==> src/source/dbg_pkg.sv <==
// debug window decodes only the low 12 address bits; 32-bit bus; GPR access only
package dbg_pkg;

  // ------------------------------------------------------------
  // widths
  // ------------------------------------------------------------
  typedef logic [31:0] bus_addr_t;
  typedef logic [31:0] bus_data_t;
  typedef logic [3:0]  bus_strb_t;
  typedef logic [11:0] dbg_addr_t;
  typedef logic [19:0] hartsel_t;
  typedef logic [31:0] instr_t;

  // ------------------------------------------------------------
  // address map inside the debug window
  // ------------------------------------------------------------
  // flag writes from the parked hart
  localparam dbg_addr_t HaltedAddr      = 12'h100;
  localparam dbg_addr_t GoingAddr       = 12'h104;
  localparam dbg_addr_t ResumingAddr    = 12'h108;
  localparam dbg_addr_t ExceptionAddr   = 12'h10C;
  // variable jump word
  localparam dbg_addr_t WhereToAddr     = 12'h300;
  // ten program words, directly followed by the program buffer
  localparam dbg_addr_t AbstractCmdBase = 12'h338;
  localparam dbg_addr_t ProgBufBase     = 12'h360;
  localparam dbg_addr_t DataAddr        = 12'h380;
  // one flag byte per hart
  localparam dbg_addr_t FlagsBase       = 12'h400;
  localparam dbg_addr_t FlagsEnd        = 12'h7FF;
  // resume entry in the debug ROM, only a jump target here
  localparam dbg_addr_t ResumeAddr      = 12'h808;

  // sizes in words
  localparam int unsigned ProgBufSize      = 8;
  localparam int unsigned DataCount        = 2;
  localparam int unsigned AbstractCmdWords = 10;
  // 32-bit accesses are the widest supported
  localparam logic [2:0]  MaxAarSize       = 3'd2;

  // ------------------------------------------------------------
  // abstract commands
  // ------------------------------------------------------------
  typedef enum logic [7:0] {
    AccessRegister = 8'h0,
    QuickAccess    = 8'h1,
    AccessMemory   = 8'h2
  } cmdtype_e;

  typedef struct packed {
    cmdtype_e    cmdtype;
    logic [23:0] control;
  } cmd_t;

  // access register view of the control field
  typedef struct packed {
    logic        zero1;
    logic [2:0]  aarsize;
    logic        aarpostincrement;
    logic        postexec;
    logic        transfer;
    logic        write;
    logic [15:0] regno;
  } ac_ar_t;

  typedef enum logic [2:0] {
    CmdErrNone         = 3'd0,
    CmdErrNotSupported = 3'd2,
    CmdErrException    = 3'd3,
    CmdErrHaltResume   = 3'd4
  } cmderr_e;

  // ------------------------------------------------------------
  // structs between blocks
  // ------------------------------------------------------------
  typedef struct packed {
    logic      we;
    bus_addr_t addr;
    bus_data_t wdata;
    bus_strb_t be;
  } bus_req_t;

  // single-cycle strobes, hartid comes from the write data
  typedef struct packed {
    logic     halted;
    logic     going;
    logic     resuming;
    logic     exception;
    hartsel_t hartid;
  } hart_event_t;

  // ------------------------------------------------------------
  // instruction encoders
  // ------------------------------------------------------------
  function automatic instr_t jal(input logic [4:0] rd, input logic [20:0] imm);
    return {imm[20], imm[10:1], imm[11], imm[19:12], rd, 7'h6f};
  endfunction

  // addi x0, x0, 0
  function automatic instr_t nop();
    return 32'h0000_0013;
  endfunction

  function automatic instr_t ebreak();
    return 32'h0010_0073;
  endfunction

  // all-zero word traps as an illegal instruction
  function automatic instr_t illegal();
    return 32'h0000_0000;
  endfunction

  function automatic instr_t load(input logic [2:0] size, input logic [4:0] dest,
                                  input logic [4:0] base, input logic [11:0] offset);
    return {offset, base, size, dest, 7'h03};
  endfunction

  function automatic instr_t store(input logic [2:0] size, input logic [4:0] src,
                                   input logic [4:0] base, input logic [11:0] offset);
    return {offset[11:5], src, base, size, offset[4:0], 7'h23};
  endfunction

endpackage

==> src/source/dbg_hart_flags.sv <==
// hart ids at or above NrHarts are ignored; masks update one cycle after the event
`timescale 1ns/1ps

module dbg_hart_flags #(
  parameter int unsigned NrHarts = 1
) (
  input  logic                  clk_i,
  input  logic                  rst_ni,
  input  dbg_pkg::hart_event_t  event_i,
  input  dbg_pkg::hartsel_t     hartsel_i,
  input  logic                  clear_resumeack_i,
  output logic [NrHarts-1:0]    halted_o,
  output logic [NrHarts-1:0]    resuming_o
);

  logic [NrHarts-1:0] halted_d, halted_q;
  logic [NrHarts-1:0] resuming_d, resuming_q;

  always_comb begin
    halted_d   = halted_q;
    resuming_d = resuming_q;
    for (int unsigned h = 0; h < NrHarts; h++) begin
      // debugger acknowledges the resume of the selected hart
      if (clear_resumeack_i && hartsel_i == dbg_pkg::hartsel_t'(h)) begin
        resuming_d[h] = 1'b0;
      end
      if (event_i.hartid == dbg_pkg::hartsel_t'(h)) begin
        // hart parked in the debug loop
        if (event_i.halted) begin
          halted_d[h] = 1'b1;
        end
        // hart left the loop, stays flagged until the debugger clears it
        if (event_i.resuming) begin
          halted_d[h]   = 1'b0;
          resuming_d[h] = 1'b1;
        end
      end
    end
  end

  always_ff @(posedge clk_i or negedge rst_ni) begin
    if (!rst_ni) begin
      halted_q   <= '0;
      resuming_q <= '0;
    end else begin
      halted_q   <= halted_d;
      resuming_q <= resuming_d;
    end
  end

  assign halted_o   = halted_q;
  assign resuming_o = resuming_q;

endmodule

==> src/source/dbg_hart_ctrl.sv <==
// one command or resume in flight at a time; a hartsel beyond NrHarts reads as not halted
`timescale 1ns/1ps

module dbg_hart_ctrl #(
  parameter int unsigned NrHarts = 1
) (
  input  logic                 clk_i,
  input  logic                 rst_ni,
  input  dbg_pkg::hartsel_t    hartsel_i,
  input  logic [NrHarts-1:0]   haltreq_i,
  input  logic [NrHarts-1:0]   resumereq_i,
  input  logic [NrHarts-1:0]   halted_i,
  input  logic [NrHarts-1:0]   resuming_i,
  input  dbg_pkg::hart_event_t event_i,
  input  logic                 cmd_valid_i,
  input  logic                 unsupported_i,
  output logic                 go_o,
  output logic                 resume_o,
  output logic                 cmdbusy_o,
  output logic                 cmderror_valid_o,
  output dbg_pkg::cmderr_e     cmderror_o
);

  typedef enum logic [1:0] {
    Idle,
    Go,
    Resume,
    Executing
  } state_e;

  state_e state_d, state_q;
  logic   sel_halted, sel_resuming, sel_haltreq, sel_resumereq;

  // per-hart bits of the selected hart
  always_comb begin
    sel_halted    = 1'b0;
    sel_resuming  = 1'b0;
    sel_haltreq   = 1'b0;
    sel_resumereq = 1'b0;
    for (int unsigned h = 0; h < NrHarts; h++) begin
      if (hartsel_i == dbg_pkg::hartsel_t'(h)) begin
        sel_halted    = halted_i[h];
        sel_resuming  = resuming_i[h];
        sel_haltreq   = haltreq_i[h];
        sel_resumereq = resumereq_i[h];
      end
    end
  end

  always_comb begin
    state_d          = state_q;
    cmderror_valid_o = 1'b0;
    cmderror_o       = dbg_pkg::CmdErrNone;
    unique case (state_q)
      Idle: begin
        if (cmd_valid_i && sel_halted && !unsupported_i) begin
          state_d = Go;
        end else if (cmd_valid_i) begin
          // commands need a halted hart
          cmderror_valid_o = 1'b1;
          cmderror_o       = dbg_pkg::CmdErrHaltResume;
        end
        // resume only when no halt is pending and the last ack was cleared
        if (sel_resumereq && sel_halted && !sel_haltreq && !sel_resuming) begin
          state_d = Resume;
        end
      end
      // hart polls go, then reports going
      Go:        if (event_i.going) state_d = Executing;
      // done once the hart is back in the park loop
      Executing: if (event_i.halted && event_i.hartid == hartsel_i) state_d = Idle;
      Resume:    if (sel_resuming) state_d = Idle;
      default:   state_d = Idle;
    endcase

    // not-supported beats the halt/resume error
    if (cmd_valid_i && unsupported_i) begin
      cmderror_valid_o = 1'b1;
      cmderror_o       = dbg_pkg::CmdErrNotSupported;
    end
    // exception beats everything
    if (event_i.exception) begin
      cmderror_valid_o = 1'b1;
      cmderror_o       = dbg_pkg::CmdErrException;
    end
  end

  always_ff @(posedge clk_i or negedge rst_ni) begin
    if (!rst_ni) begin
      state_q <= Idle;
    end else begin
      state_q <= state_d;
    end
  end

  assign go_o      = (state_q == Go);
  assign resume_o  = (state_q == Resume);
  assign cmdbusy_o = (state_q != Idle);

endmodule

==> src/source/dbg_abstract_cmd.sv <==
// access register to GPRs only, 32-bit max, x0 as load/store base, no postincrement
`timescale 1ns/1ps

module dbg_abstract_cmd (
  input  dbg_pkg::cmd_t                                  cmd_i,
  output dbg_pkg::instr_t [dbg_pkg::AbstractCmdWords-1:0] prog_o,
  output logic                                           unsupported_o
);

  dbg_pkg::ac_ar_t ac_ar;
  logic            bad_regno;

  assign ac_ar = dbg_pkg::ac_ar_t'(cmd_i.control);

  // reserved range or CSR space, only checked for a transfer
  assign bad_regno = ac_ar.transfer && (ac_ar.regno[15:14] != 2'b00 || !ac_ar.regno[12]);

  always_comb begin
    // default program does nothing and returns to the park loop
    for (int unsigned w = 0; w < dbg_pkg::AbstractCmdWords; w++) begin
      prog_o[w] = dbg_pkg::nop();
    end
    prog_o[dbg_pkg::AbstractCmdWords-1] = dbg_pkg::ebreak();

    unsupported_o = (cmd_i.cmdtype != dbg_pkg::AccessRegister) ||
                    (ac_ar.aarsize > dbg_pkg::MaxAarSize) ||
                    ac_ar.aarpostincrement || bad_regno;

    // ------------------------------------------------------------
    // register transfer through the first data word
    // ------------------------------------------------------------
    if (unsupported_o) begin
      // leave immediately
      prog_o[0] = dbg_pkg::ebreak();
    end else if (ac_ar.transfer) begin
      if (ac_ar.write) begin
        // data register into the GPR
        prog_o[0] = dbg_pkg::load(ac_ar.aarsize, ac_ar.regno[4:0], 5'd0, dbg_pkg::DataAddr);
      end else begin
        // GPR into the data register
        prog_o[0] = dbg_pkg::store(ac_ar.aarsize, ac_ar.regno[4:0], 5'd0, dbg_pkg::DataAddr);
      end
    end

    // drop the final ebreak so execution runs on into the program buffer
    if (ac_ar.postexec && !unsupported_o) begin
      prog_o[dbg_pkg::AbstractCmdWords-1] = dbg_pkg::nop();
    end
  end

endmodule

==> src/source/dbg_mem_map.sv <==
// no stall; read data one cycle later; where-to resume check always looks at hart 0
`timescale 1ns/1ps

module dbg_mem_map #(
  parameter int unsigned NrHarts = 1
) (
  input  logic                                            clk_i,
  input  logic                                            rst_ni,
  input  logic                                            req_i,
  input  dbg_pkg::bus_req_t                               bus_req_i,
  output dbg_pkg::bus_data_t                              rdata_o,
  input  dbg_pkg::hartsel_t                               hartsel_i,
  input  logic [NrHarts-1:0]                              resumereq_i,
  input  logic                                            go_i,
  input  logic                                            resume_i,
  input  logic                                            cmdbusy_i,
  input  dbg_pkg::cmd_t                                   cmd_i,
  input  dbg_pkg::instr_t [dbg_pkg::AbstractCmdWords-1:0] prog_i,
  input  dbg_pkg::bus_data_t [dbg_pkg::ProgBufSize-1:0]   progbuf_i,
  input  dbg_pkg::bus_data_t [dbg_pkg::DataCount-1:0]     data_i,
  output dbg_pkg::bus_data_t [dbg_pkg::DataCount-1:0]     data_o,
  output logic                                            data_valid_o,
  output dbg_pkg::hart_event_t                            event_o
);

  // last byte of each region
  localparam dbg_pkg::dbg_addr_t DataEnd =
      dbg_pkg::DataAddr + dbg_pkg::dbg_addr_t'(4 * dbg_pkg::DataCount - 1);
  localparam dbg_pkg::dbg_addr_t ProgBufEnd =
      dbg_pkg::ProgBufBase + dbg_pkg::dbg_addr_t'(4 * dbg_pkg::ProgBufSize - 1);
  localparam dbg_pkg::dbg_addr_t AbstractCmdEnd =
      dbg_pkg::AbstractCmdBase + dbg_pkg::dbg_addr_t'(4 * dbg_pkg::AbstractCmdWords - 1);

  localparam int unsigned DataIdxW = $clog2(dbg_pkg::DataCount);
  localparam int unsigned PbufIdxW = $clog2(dbg_pkg::ProgBufSize);
  localparam int unsigned ProgIdxW = $clog2(dbg_pkg::AbstractCmdWords);

  dbg_pkg::dbg_addr_t addr;
  dbg_pkg::ac_ar_t    ac_ar;
  logic [DataIdxW-1:0] data_idx;
  logic [PbufIdxW-1:0] pbuf_idx;
  logic [ProgIdxW-1:0] prog_idx;
  logic [9:0]          flag_word;
  logic [3:0][7:0]     flags;
  dbg_pkg::bus_data_t  rdata_d, rdata_q;

  assign addr  = bus_req_i.addr[11:0];
  assign ac_ar = dbg_pkg::ac_ar_t'(cmd_i.control);

  // word index inside each region
  assign data_idx  = DataIdxW'((addr - dbg_pkg::DataAddr) >> 2);
  assign pbuf_idx  = PbufIdxW'((addr - dbg_pkg::ProgBufBase) >> 2);
  assign prog_idx  = ProgIdxW'((addr - dbg_pkg::AbstractCmdBase) >> 2);
  assign flag_word = 10'((addr - dbg_pkg::FlagsBase) >> 2);

  // ------------------------------------------------------------
  // writes: hart events and data registers
  // ------------------------------------------------------------
  always_comb begin
    event_o        = '0;
    event_o.hartid = bus_req_i.wdata[19:0];
    data_o         = data_i;
    data_valid_o   = 1'b0;
    if (req_i && bus_req_i.we) begin
      case (addr) inside
        dbg_pkg::HaltedAddr:    event_o.halted    = 1'b1;
        dbg_pkg::GoingAddr:     event_o.going     = 1'b1;
        dbg_pkg::ResumingAddr:  event_o.resuming  = 1'b1;
        dbg_pkg::ExceptionAddr: event_o.exception = 1'b1;
        [dbg_pkg::DataAddr:DataEnd]: begin
          // byte merge over the debugger's copy
          data_valid_o = 1'b1;
          for (int b = 0; b < 4; b++) begin
            if (bus_req_i.be[b]) begin
              data_o[data_idx][b*8 +: 8] = bus_req_i.wdata[b*8 +: 8];
            end
          end
        end
        default: ;
      endcase
    end
  end

  // ------------------------------------------------------------
  // reads
  // ------------------------------------------------------------
  always_comb begin
    // unmapped reads and all writes return the zero word
    rdata_d = dbg_pkg::illegal();
    flags   = '0;
    if (req_i && !bus_req_i.we) begin
      case (addr) inside
        dbg_pkg::WhereToAddr: begin
          if (resumereq_i[0]) begin
            rdata_d = dbg_pkg::jal(5'd0,
                21'(dbg_pkg::ResumeAddr) - 21'(dbg_pkg::WhereToAddr));
          end
          // a pending command wins over resume
          if (cmdbusy_i) begin
            // postexec without transfer goes straight to the program buffer
            if (cmd_i.cmdtype == dbg_pkg::AccessRegister && ac_ar.postexec &&
                !ac_ar.transfer) begin
              rdata_d = dbg_pkg::jal(5'd0,
                  21'(dbg_pkg::ProgBufBase) - 21'(dbg_pkg::WhereToAddr));
            end else begin
              rdata_d = dbg_pkg::jal(5'd0,
                  21'(dbg_pkg::AbstractCmdBase) - 21'(dbg_pkg::WhereToAddr));
            end
          end
        end
        [dbg_pkg::DataAddr:DataEnd]:               rdata_d = data_i[data_idx];
        [dbg_pkg::ProgBufBase:ProgBufEnd]:         rdata_d = progbuf_i[pbuf_idx];
        [dbg_pkg::AbstractCmdBase:AbstractCmdEnd]: rdata_d = prog_i[prog_idx];
        [dbg_pkg::FlagsBase:dbg_pkg::FlagsEnd]: begin
          // four harts per word, the polling hart sees its own lane
          if ({8'b0, flag_word} == hartsel_i[19:2]) begin
            flags[hartsel_i[1:0]] = {6'b0, resume_i, go_i};
          end
          rdata_d = flags;
        end
        default: ;
      endcase
    end
  end

  always_ff @(posedge clk_i or negedge rst_ni) begin
    if (!rst_ni) begin
      rdata_q <= '0;
    end else begin
      rdata_q <= rdata_d;
    end
  end

  assign rdata_o = rdata_q;

endmodule

==> src/source/dbg_mem.sv <==
// NrHarts 1 to 32; hart bus never stalls; no debug ROM inside this block
`timescale 1ns/1ps

module dbg_mem #(
  parameter int unsigned NrHarts = 1
) (
  input  logic                                          clk_i,
  input  logic                                          rst_ni,
  output logic [NrHarts-1:0]                            debug_req_o,
  // debugger side
  input  dbg_pkg::hartsel_t                             hartsel_i,
  input  logic [NrHarts-1:0]                            haltreq_i,
  input  logic [NrHarts-1:0]                            resumereq_i,
  input  logic                                          clear_resumeack_i,
  output logic [NrHarts-1:0]                            halted_o,
  output logic [NrHarts-1:0]                            resuming_o,
  input  dbg_pkg::bus_data_t [dbg_pkg::ProgBufSize-1:0] progbuf_i,
  input  dbg_pkg::bus_data_t [dbg_pkg::DataCount-1:0]   data_i,
  output dbg_pkg::bus_data_t [dbg_pkg::DataCount-1:0]   data_o,
  output logic                                          data_valid_o,
  input  logic                                          cmd_valid_i,
  input  dbg_pkg::cmd_t                                 cmd_i,
  output logic                                          cmderror_valid_o,
  output dbg_pkg::cmderr_e                              cmderror_o,
  output logic                                          cmdbusy_o,
  // hart bus
  input  logic                                          req_i,
  input  dbg_pkg::bus_req_t                             bus_req_i,
  output dbg_pkg::bus_data_t                            rdata_o
);

  dbg_pkg::hart_event_t                            hart_event;
  dbg_pkg::instr_t [dbg_pkg::AbstractCmdWords-1:0] prog;
  logic                                            unsupported, go, resume;

  // halt request goes straight to the harts
  assign debug_req_o = haltreq_i;

  dbg_hart_flags #(.NrHarts(NrHarts)) i_flags (
    .clk_i, .rst_ni,
    .event_i           (hart_event),
    .hartsel_i, .clear_resumeack_i,
    .halted_o, .resuming_o
  );

  dbg_hart_ctrl #(.NrHarts(NrHarts)) i_ctrl (
    .clk_i, .rst_ni, .hartsel_i, .haltreq_i, .resumereq_i,
    .halted_i      (halted_o),
    .resuming_i    (resuming_o),
    .event_i       (hart_event),
    .cmd_valid_i,
    .unsupported_i (unsupported),
    .go_o          (go),
    .resume_o      (resume),
    .cmdbusy_o, .cmderror_valid_o, .cmderror_o
  );

  dbg_abstract_cmd i_abstract_cmd (
    .cmd_i,
    .prog_o        (prog),
    .unsupported_o (unsupported)
  );

  dbg_mem_map #(.NrHarts(NrHarts)) i_mem_map (
    .clk_i, .rst_ni, .req_i, .bus_req_i, .rdata_o, .hartsel_i, .resumereq_i,
    .go_i      (go),
    .resume_i  (resume),
    .cmdbusy_i (cmdbusy_o),
    .cmd_i,
    .prog_i    (prog),
    .progbuf_i, .data_i, .data_o, .data_valid_o,
    .event_o   (hart_event)
  );

endmodule

==> config.mk <==
export PLATFORM = sky130hd
export DESIGN_NAME = dbg_mem
export DESIGN_NICKNAME = d
export VERILOG_FILES = /design/src/source/dbg_pkg.sv /design/src/source/dbg_hart_flags.sv /design/src/source/dbg_hart_ctrl.sv /design/src/source/dbg_abstract_cmd.sv /design/src/source/dbg_mem_map.sv /design/src/source/dbg_mem.sv
export SDC_FILE = /design/constraint.sdc
export NUM_CORES = 1
export LEC_CHECK = 0
export BUFFER_PORTS_ARGS = -buffer_cell sky130_fd_sc_hd__clkbuf_2
export CAP_MARGIN = 20
export CORE_AREA = 2 2 215 217
export CTS_BUF_LIST = sky130_fd_sc_hd__clkbuf_2
export CTS_CLUSTER_SIZE = 24
export DETAILED_ROUTE_END_ITERATION = 7
export DIE_AREA = 0 0 217 219
export GPL_ROUTABILITY_DRIVEN = 0
export HOLD_SLACK_MARGIN = 0.05
export PLACE_DENSITY = 0.34
export SKIP_CTS_REPAIR_TIMING = 1
export SLEW_MARGIN = 40
export SYNTH_ARGS = -nofsm -noshare
export SYNTH_HDL_FRONTEND = slang
export SYNTH_SLANG_ARGS = --single-unit
==> constraint.sdc <==
create_clock -name clk_i -period 2.3 [get_ports clk_i]
set_input_delay 0.115 -clock clk_i [delete_from_list [all_inputs] [get_ports clk_i]]
set_output_delay 0.115 -clock clk_i [all_outputs]
set_load 0.005 [all_outputs]
==> flow_summary.ini, run 1 <==
[run_status]
status = finished, violations left
failed_checks = setup timing

[clocking]
clkLatencyLatePin_ns = 0.48
clk_pin_slew_ns = 0.29
cts.path.max_buffers = 2
numCtsBuffers = 5
clockRootBuffer = clkbuf_2
cts.sinks = 36
cts_max_level = 2
cts_tree = yes

[logic_synthesis]
synth_flop_cell = dfrtp_1
syn-cell-area_mm2 = 0.00600
muxShareOfSynthArea_pct = 47.5
ys.warnings.count = 0
yosys.area_share.simple_pct = 16.7
netlist_instances = 574
ys_types = 64
syn_nets = 1027
synth_top_family_by_area = multiplexers
synth_fa_ha_area_share_pct = 1.04
synth_compound_area_share_pct = 11.6
synth_area_per_cell_um2 = 10.5
ys_ff_latch = 36
synth-xor-area-share_pct = 4.38
ys_async_sr_fraction_pct = 100
yosysSeqAreaShare_pct = 15.0
synth_edf_count = 0

[pwr]
p_per_area_mw_per_mm2 = 241
peakVddDrop_uv = 149
p_leak_uw = 0.00516

[setup_path]
worstPathArrival_ns = 2.40
path_max_fanout = 8
worstSetupStartpointType = primary input
r2r_cells = 6
path_class = in -> out
crit_end = data_o[60]
r2r-end = i_mem_map.rdata_o[26]
rr_startpoint = i_ctrl.state_q[0]
end_kind = output pin
worstSetupStartpoint = bus_req_i[39]
worstPathRequired_ns = 2.18
r2r_slack_ns = 0.67

[drt]
wl_per_cell_um = 23.5
routed_wl_um = 41500
via_per_inst = 4.32
num_vias = 7619
drt_iter0_drc = 340
drc_errors = 0
drtPass1Iterations = 5
ant_nets = 0

[floorplan]
dieArea_mm2 = 0.0475
boundaryPins = 553
die_y_um = 219
coreArea_mm2 = 0.0451
std_cell_rows = 78
die_w_um = 217
initial_core_util_pct = 13.3

[timing]
fmax_mhz = 398
rsz0062_at_grt = true
worst_pin_slew_ns = 0.704
skew_ns = 0.0298
hold_viol_final = 0
min_period_ns = 2.51
post-route-period-util_pct = 109
slew_headroom_pct = 53.1
final.setup.worst_slack_ns = -0.214
setup-violations-final = 64
maxSlewViolCount = 0

[place]
dp_hpwl_um = 36500
place_area_mm2 = 0.00990
port_buffers = 523
dpl.cell_count = 1737
place_ws_ns = -0.294

[global_routing]
grt_overflow = 0
grt_pass1_wl_um = 56000
first_global_vias = 7817
grt_use_total_pct = 16.5
grt_max_degree = 66
antenna_found_initial = 3

[layout]
final_cell_mix = 523 x clkbuf_2, 75 x buf_4, 64 x mux4_2, 60 x mux2i_1, 58 x mux2_4
final_layout_size_suffix_gt1_share_pct = 66.1
post-route-cell-area_mm2 = 0.0103
instances_no_fill = 1764
area_growth_pct = 72.2
nets = 1613
mostFrequentLayoutCell = clkbuf_2

[flow_run]
cap_violations = 0

[min_path]
hold_path_class = in -> reg
==> worst max-delay path, stage by stage <==
cell and delay, ns:
buf_8 0.10, or4_4 0.56, nor4b_4 0.37, o211a_4 0.26
nand3_4 0.09, buf_12 0.19, nor2_8 0.20, mux2_2 0.37
clkbuf_2 0.12
==> metrics by stage <==
| step | setup TNS, ns | total power (uW) | utilization [%] | hold slack, ns |
|---|---|---|---|---|
| final | -10.71 | 2490 | 22.9 | 0.0555 |
| after global routing | -15.74 | 2650 | 22.9 | 0.0540 |
| after CTS | -13.88 | 2500 | 22.1 | -0.433 |
| after detailed placement | -15.74 | 2090 | 22.0 | 0.158 |
| after global placement | -15.90 | 2080 | 22.0 | 0.156 |
| after floorplan | 0 | 1230 | - | -0.181 |
==> per-layer routing <==
metal / wire [um] / global-route usage [%] / share of wire [%] / vias to the layer above
met3: 2570 / 2.63 / 6.2 / 20
met4: 314 / 1.78 / 0.76 / 2
li1: - / - / - / 3488
met2: 20600 / 29.4 / 50 / 381
met1: 17900 / 21.4 / 43 / 3728
met5: 16 / 0 / 0.039 / -
==> synthesized netlist by cell type (7+ instances only) <==
cell type / count / area [um2]
mux4_2: 64 / 1440
mux2_2: 61 / 687
mux2i_1: 60 / 601
nor2_1: 41 / 154
dfrtp_1: 36 / 901
xnor2_1: 28 / 245
nand2_1: 22 / 82.6
o21ai_0: 21 / 105
clkbuf_1: 20 / 75.1
nand4_1: 17 / 106
nor3_1: 15 / 75.1
nor4_1: 13 / 81.3
a211oi_1: 12 / 90.1
a21oi_1: 12 / 60.1
buf_2: 11 / 55.1
inv_1: 11 / 41.3
a31oi_1: 10 / 62.6
mux2_4: 8 / 120
nor2_8: 8 / 160
nor2b_1: 8 / 50.1
buf_1: 7 / 26.3
nand3_1: 7 / 35.0
o22a_1: 7 / 61.3
==> power by group <==
part | internal, uW | switching (uW) | total [uW]
combinational | 786 | 674 | 1460
clock | 75.5 | 312 | 388
sequential | 637 | 0.925 | 637
==> how the worst min path moves through the flow <==
stage,from,endpoint,depth (start not counted)
floorplan,rst_ni,i_ctrl.state_q[0],0
global placement,rst_ni,i_mem_map.rdata_o[18],1
detailed placement,rst_ni,i_mem_map.rdata_o[18],1
CTS,rst_ni,i_mem_map.rdata_o[11],1
global route,data_i[31],i_mem_map.rdata_o[31],4
finish,data_i[29],i_mem_map.rdata_o[29],5
==> registers in the layout, indices dropped and copies added (netlist names) <==
register / flops
i_mem_map.rdata_o: 32
i_flags.resuming_o: 1
i_ctrl.state_q: 2
i_flags.halted_o: 1
==> final cells by class <==
| type | instances | area [um2] |
|---|---|---|
| clock inverter | 3 | 23.8 |
| clock buffer | 5 | 25.0 |
| inverter | 11 | 41.3 |
| fill | 4982 | 34800 |
| multi-input combinational | 486 | 5070 |
| tap | 600 | 751 |
| sequential | 36 | 901 |
| timing repair buffer | 620 | 3510 |
| antenna | 3 | 7.51 |
==> kinds of logic after synthesis <==
logic type                 after synthesis
AOI/OAI and AO/OA                       98
xor gates and xnor gates                30
muxes                                  193
adders and majority gates                5
DFF                                     36
and+or+nand+nor                        160
buffers and inverters                   52
No activity file was read; power rests on OpenSTA's default activity.
==> inputs of run 2 (changes only) <==
==> constraint.sdc (replaced) <==
create_clock -name clk_i -period 2.3 [get_ports clk_i]
set_input_delay 0.115 -clock clk_i [delete_from_list [all_inputs] [get_ports clk_i]]
set_output_delay 0.115 -clock clk_i [all_outputs]
set_load 0.02 [all_outputs]
==> run 2 against run 1 <==
- the flow still finishes with violations (setup timing)
- first-iteration DRC count fell by 24%
- clock skew grew 0.0084 ns
- critical path type unchanged
- sequential share of layout area is 0.19 points lower
- worst hold slack improved by 0.012 ns
- non-clock buffer count increased by 15
- largest cell class unchanged
==> flow_summary.ini, run 2 (synthesis results as in run 1) <==
[timing]
worst_pin_slew_ns = 0.687
setup_tns_ns = -16.66
min_period_ns = 2.59
final.setup.worst_slack_ns = -0.288
skew_ns = 0.0381
setup-violations-final = 64
maxSlewViolCount = 0
fmax_mhz = 386
hold_viol_final = 0
post-route-period-util_pct = 113
slew_headroom_pct = 54.2
rsz0062_at_grt = true

[layout]
nets = 1628
largest_register_ffs = 32
final_cell_mix = 465 x clkbuf_2, 86 x buf_4, 64 x mux4_2, 60 x mux2i_1, 41 x nor2_1
mostFrequentLayoutCell = clkbuf_2
n_fill_cell = 4992
final_layout_size_suffix_gt1_share_pct = 66.2
regArea_um2 = 901
multi_input_area_mm2 = 0.00498
post-route-cell-area_mm2 = 0.0106
fin_util_pct = 23.4
area_growth_pct = 76.0

[floorplan]
die_y_um = 219
boundaryPins = 553
dieArea_mm2 = 0.0475
coreArea_mm2 = 0.0451
initial_core_util_pct = 13.3
die_w_um = 217
std_cell_rows = 78

[pwr]
peakVddDrop_uv = 150
p_leak_uw = 0.00521
p_per_area_mw_per_mm2 = 245
finalPower_uw = 2590

[clocking]
clkLatencyLatePin_ns = 0.44
numCtsBuffers = 5
cts.path.max_buffers = 2
cts_max_level = 2
cts.sinks = 36
clk_pin_slew_ns = 0.27
cts_tree = yes
clockRootBuffer = clkbuf_2

[setup_path]
path_class = in -> out
max_stage_delay_ns = 0.57
critPathBufInv = 3
path_max_fanout = 8
end_kind = output pin
slowest_stage = or4_4
worstPathArrival_ns = 2.47
worstPathRequired_ns = 2.18
worstSetupStartpointType = primary input
critical-path-top-delay-family = simple AND/OR/NAND/NOR gates
r2r_slack_ns = 0.64
path_cells = buf_6 > or4_4 > nor4b_4 > o211a_4 > nand3_4 > buf_12 > nor2_8 > mux2_2 > buf_2

[place]
port_buffers = 523
place_area_mm2 = 0.00999
place_ws_ns = -0.352
dp_hpwl_um = 36200

[flow_run]
cap_violations = 0

[global_routing]
grt_pass1_wl_um = 55600
grt_max_degree = 65
grt_overflow = 0
grt_use_total_pct = 16.3
first_global_vias = 7847
antenna_found_initial = 5

[drt]
drtPass1Iterations = 6
routed_wl_um = 41000
num_vias = 7553
via_per_inst = 4.25
wl_per_cell_um = 23.1
drt_iter0_drc = 260
ant_nets = 0
drc_errors = 0

[min_path]
hold_path_class = in -> reg

[run_status]
status = finished, violations left
failed_checks = setup timing
==> run 2: changes by cell type in the layout (fill, tap and decap cells not counted), moves of 2 or more <==
| cell | previous run | this run |
|---|---|---|
| diode_2 | 3 | 1 |
| mux2_2 | 11 | 35 |
| buf_2 | 0 | 25 |
| clkbuf_2 | 523 | 465 |
| mux2_4 | 58 | 34 |
| buf_6 | 5 | 37 |
| dlygate4sd3_1 | 14 | 18 |
| buf_4 | 75 | 86 |
==> run 2: area by class of cell <==
cell class,count,share of cell area [%]
multi-input combinational,486,47.2
clock buffer,5,0.237
timing repair buffer,635,36.3
inverter,11,0.391
clock inverter,3,0.201
tap,600,7.11
sequential,36,8.53
antenna,1,0.0237
==> run 2: path summary, 6_finish.rpt <==
path	start	end	depth (start not counted)
worst max register to register	i_ctrl.state_q[1]	i_ctrl.state_q[1]	5
worst min-delay path	data_i[61]	i_mem_map.rdata_o[29]	5
worst min register to register	i_flags.halted_o	i_flags.halted_o	2
min in group asynchronous	rst_ni	i_mem_map.rdata_o[18]	2
max in group asynchronous	rst_ni	i_flags.resuming_o	2
worst max-delay path	bus_req_i[38]	data_o[25]	9
==> run 2: per-layer routing <==
layer	vias up	share of wire [%]	global-route usage (%)
met4	6	1.3	2.24
met2	350	50	29.0
met5	-	0.11	0
met3	24	5.7	2.34
met1	3651	43	21.3
li1	3522	-	-
==> run 2: report_power, final <==
part / total [uW] / leakage (uW) / switching, uW / internal, uW
Combinational: 1580 / 0.00468 / 750 / 830
Sequential: 637 / 0.000498 / 0.863 / 636
Clock: 370 / 0.0000294 / 293 / 76.9
Total: 2590 / 0.00521 / 1040 / 1540
==> run 2: worst reg2reg max path, cell delays in order (launching register included) <==
cell and delay, ns:
dfrtp_1 0.42, nand3_1 0.10, or4_1 0.52, nor4_1 0.29, buf_4 0.16, o21ai_0 0.09
==> run 2: metrics by stage <==
| step | hold WS, ns | cells |
|---|---|---|
| after global placement | 0.365 | 1748 |
| after global routing | 0.0594 | 1777 |
| after detailed placement | 0.194 | 1748 |
| after floorplan | -0.181 | 574 |
| after CTS | -0.388 | 1756 |
| final | 0.0672 | 1777 |
==> inputs of run 3 (changes only) <==
Settings changed: BUFFER_PORTS_ARGS -buffer_cell sky130_fd_sc_hd__clkbuf_2 to -buffer_cell sky130_fd_sc_hd__buf_2.
==> run 3 against run 2 <==
- the flow still finishes with violations (setup timing)
- flip-flop and latch count unchanged
- non-clock buffer count down 1
- critical path depth stayed put
- critical path type unchanged
- largest cell class unchanged
- largest power group unchanged
==> flow_summary.ini, run 3 (synthesis results as in run 1) <==
[clocking]
numCtsBuffers = 5
clk_pin_slew_ns = 0.29
cts.sinks = 36
clkLatencyLatePin_ns = 0.45
cts.path.max_buffers = 2
cts_max_level = 2
cts_tree = yes
clockRootBuffer = clkbuf_2

[global_routing]
grt_use_total_pct = 16.3
grt_max_degree = 44
first_global_vias = 7752
grt_overflow = 0
antenna_found_initial = 10
grt_pass1_wl_um = 55800

[setup_path]
worstPathArrival_ns = 2.42
path_class = in -> out
path_max_fanout = 8
worstPathRequired_ns = 2.18
worstSetupStartpointType = primary input
end_kind = output pin

[flow_run]
cap_violations = 0

[pwr]
switchingPower_uw = 1060
p_clk_share_pct = 17.3
p_int_uw = 1690
peakVddDrop_uv = 169
p_per_area_mw_per_mm2 = 254
p_seq_share_pct = 23.2
p_leak_uw = 0.00529
switching_share_pct = 38.4
comb_power_share_pct = 59.5

[floorplan]
die_y_um = 219
initial_core_util_pct = 13.3
std_cell_rows = 78
boundaryPins = 553
die_w_um = 217
dieArea_mm2 = 0.0475
coreArea_mm2 = 0.0451

[timing]
post-route-period-util_pct = 110
slew_headroom_pct = 54.6
fmax_mhz = 394
skew_ns = 0.0269
min_period_ns = 2.54
worst_pin_slew_ns = 0.662
rsz0062_at_grt = true
setup_tns_ns = -11.11
final.setup.worst_slack_ns = -0.238
maxSlewViolCount = 0
hold_viol_final = 0
setup-violations-final = 64

[layout]
largest_register_ffs = 32
fin_util_pct = 24.0
final_layout_size_suffix_gt1_share_pct = 66.3
nets = 1627
post-route-cell-area_mm2 = 0.0108
instances_no_fill = 1781
multi_input_area_mm2 = 0.00508
mostFrequentLayoutCell = buf_2
final_cell_mix = 460 x buf_2, 88 x buf_4, 64 x mux4_2, 62 x buf_6
area_growth_pct = 80.7
n_fill_cell = 4977
regArea_um2 = 901

[drt]
num_vias = 7650
drc_errors = 0
routed_wl_um = 41200
ant_nets = 0
wl_per_cell_um = 23.2
drtPass1Iterations = 4
drt_iter0_drc = 305
via_per_inst = 4.30

[place]
place_area_mm2 = 0.00999
port_buffers = 523
dpl.cell_count = 1750
place_ws_ns = -0.484
dp_hpwl_um = 36100

[min_path]
hold_path_class = in -> reg

[run_status]
status = finished, violations left
failed_checks = setup timing
==> run 3: path summary, 6_finish.rpt <==
| path | end | from | slack (ns) | depth (start not counted) |
|---|---|---|---|---|
| max in group asynchronous | i_flags.resuming_o | rst_ni | 1.71 | 2 |
| worst max-delay path | data_o[60] | bus_req_i[38] | -0.24 | 9 |
| worst max register to register | i_ctrl.state_q[1] | i_ctrl.state_q[1] | 0.39 | 5 |
| min in group asynchronous | i_mem_map.rdata_o[27] | rst_ni | 0.16 | 2 |
| worst min-delay path | i_mem_map.rdata_o[29] | data_i[61] | 0.05 | 5 |
| worst min register to register | i_flags.halted_o | i_flags.halted_o | 0.61 | 2 |
==> run 3: stage by stage <==
step           total power [uW]  hold slack, ns
6_report                   2750          0.0506
3_3_place_gp               2170           0.331
4_1_cts                    2700          -0.456
5_1_grt                    2940          0.0503
3_5_place_dp               2180           0.148
2_1_floorplan              1310          -0.181
==> run 3: per-layer routing <==
metal  wire length (um)  vias up  track usage [%]
li1                   -     3513                -
met2              20500      360             28.7
met3               2730       32             2.92
met4                461        8             2.37
met5                 62        -                0
met1              17400     3737             21.1
==> run 3: final cells by class <==
class,count,area share (%)
Timing Repair Buffer,634,36.7
Clock inverter,3,0.427
Multi-Input combinational cell,486,46.9
Tap cell,600,6.93
Inverter,11,0.381
Antenna cell,6,0.139
Sequential cell,36,8.31
Clock buffer,5,0.231
==> run 3: critical path, stage by stage <==
cell and delay (ns):
buf_6 0.09, or4_4 0.56, nor4b_4 0.34, o211a_4 0.28, nand3_4 0.11, buf_12 0.19
nor2_8 0.25, mux2_4 0.34, buf_6 0.13
==> run 3: power groups by stage <==
stage | sequential, uW | clock, uW | combinational (uW)
final | 637 | 477 | 1640
after global routing | 638 | 545 | 1760
after CTS | 638 | 523 | 1540
after detailed placement | 647 | 0 | 1540
after global placement | 648 | 0 | 1530
after floorplan | 650 | 0 | 656
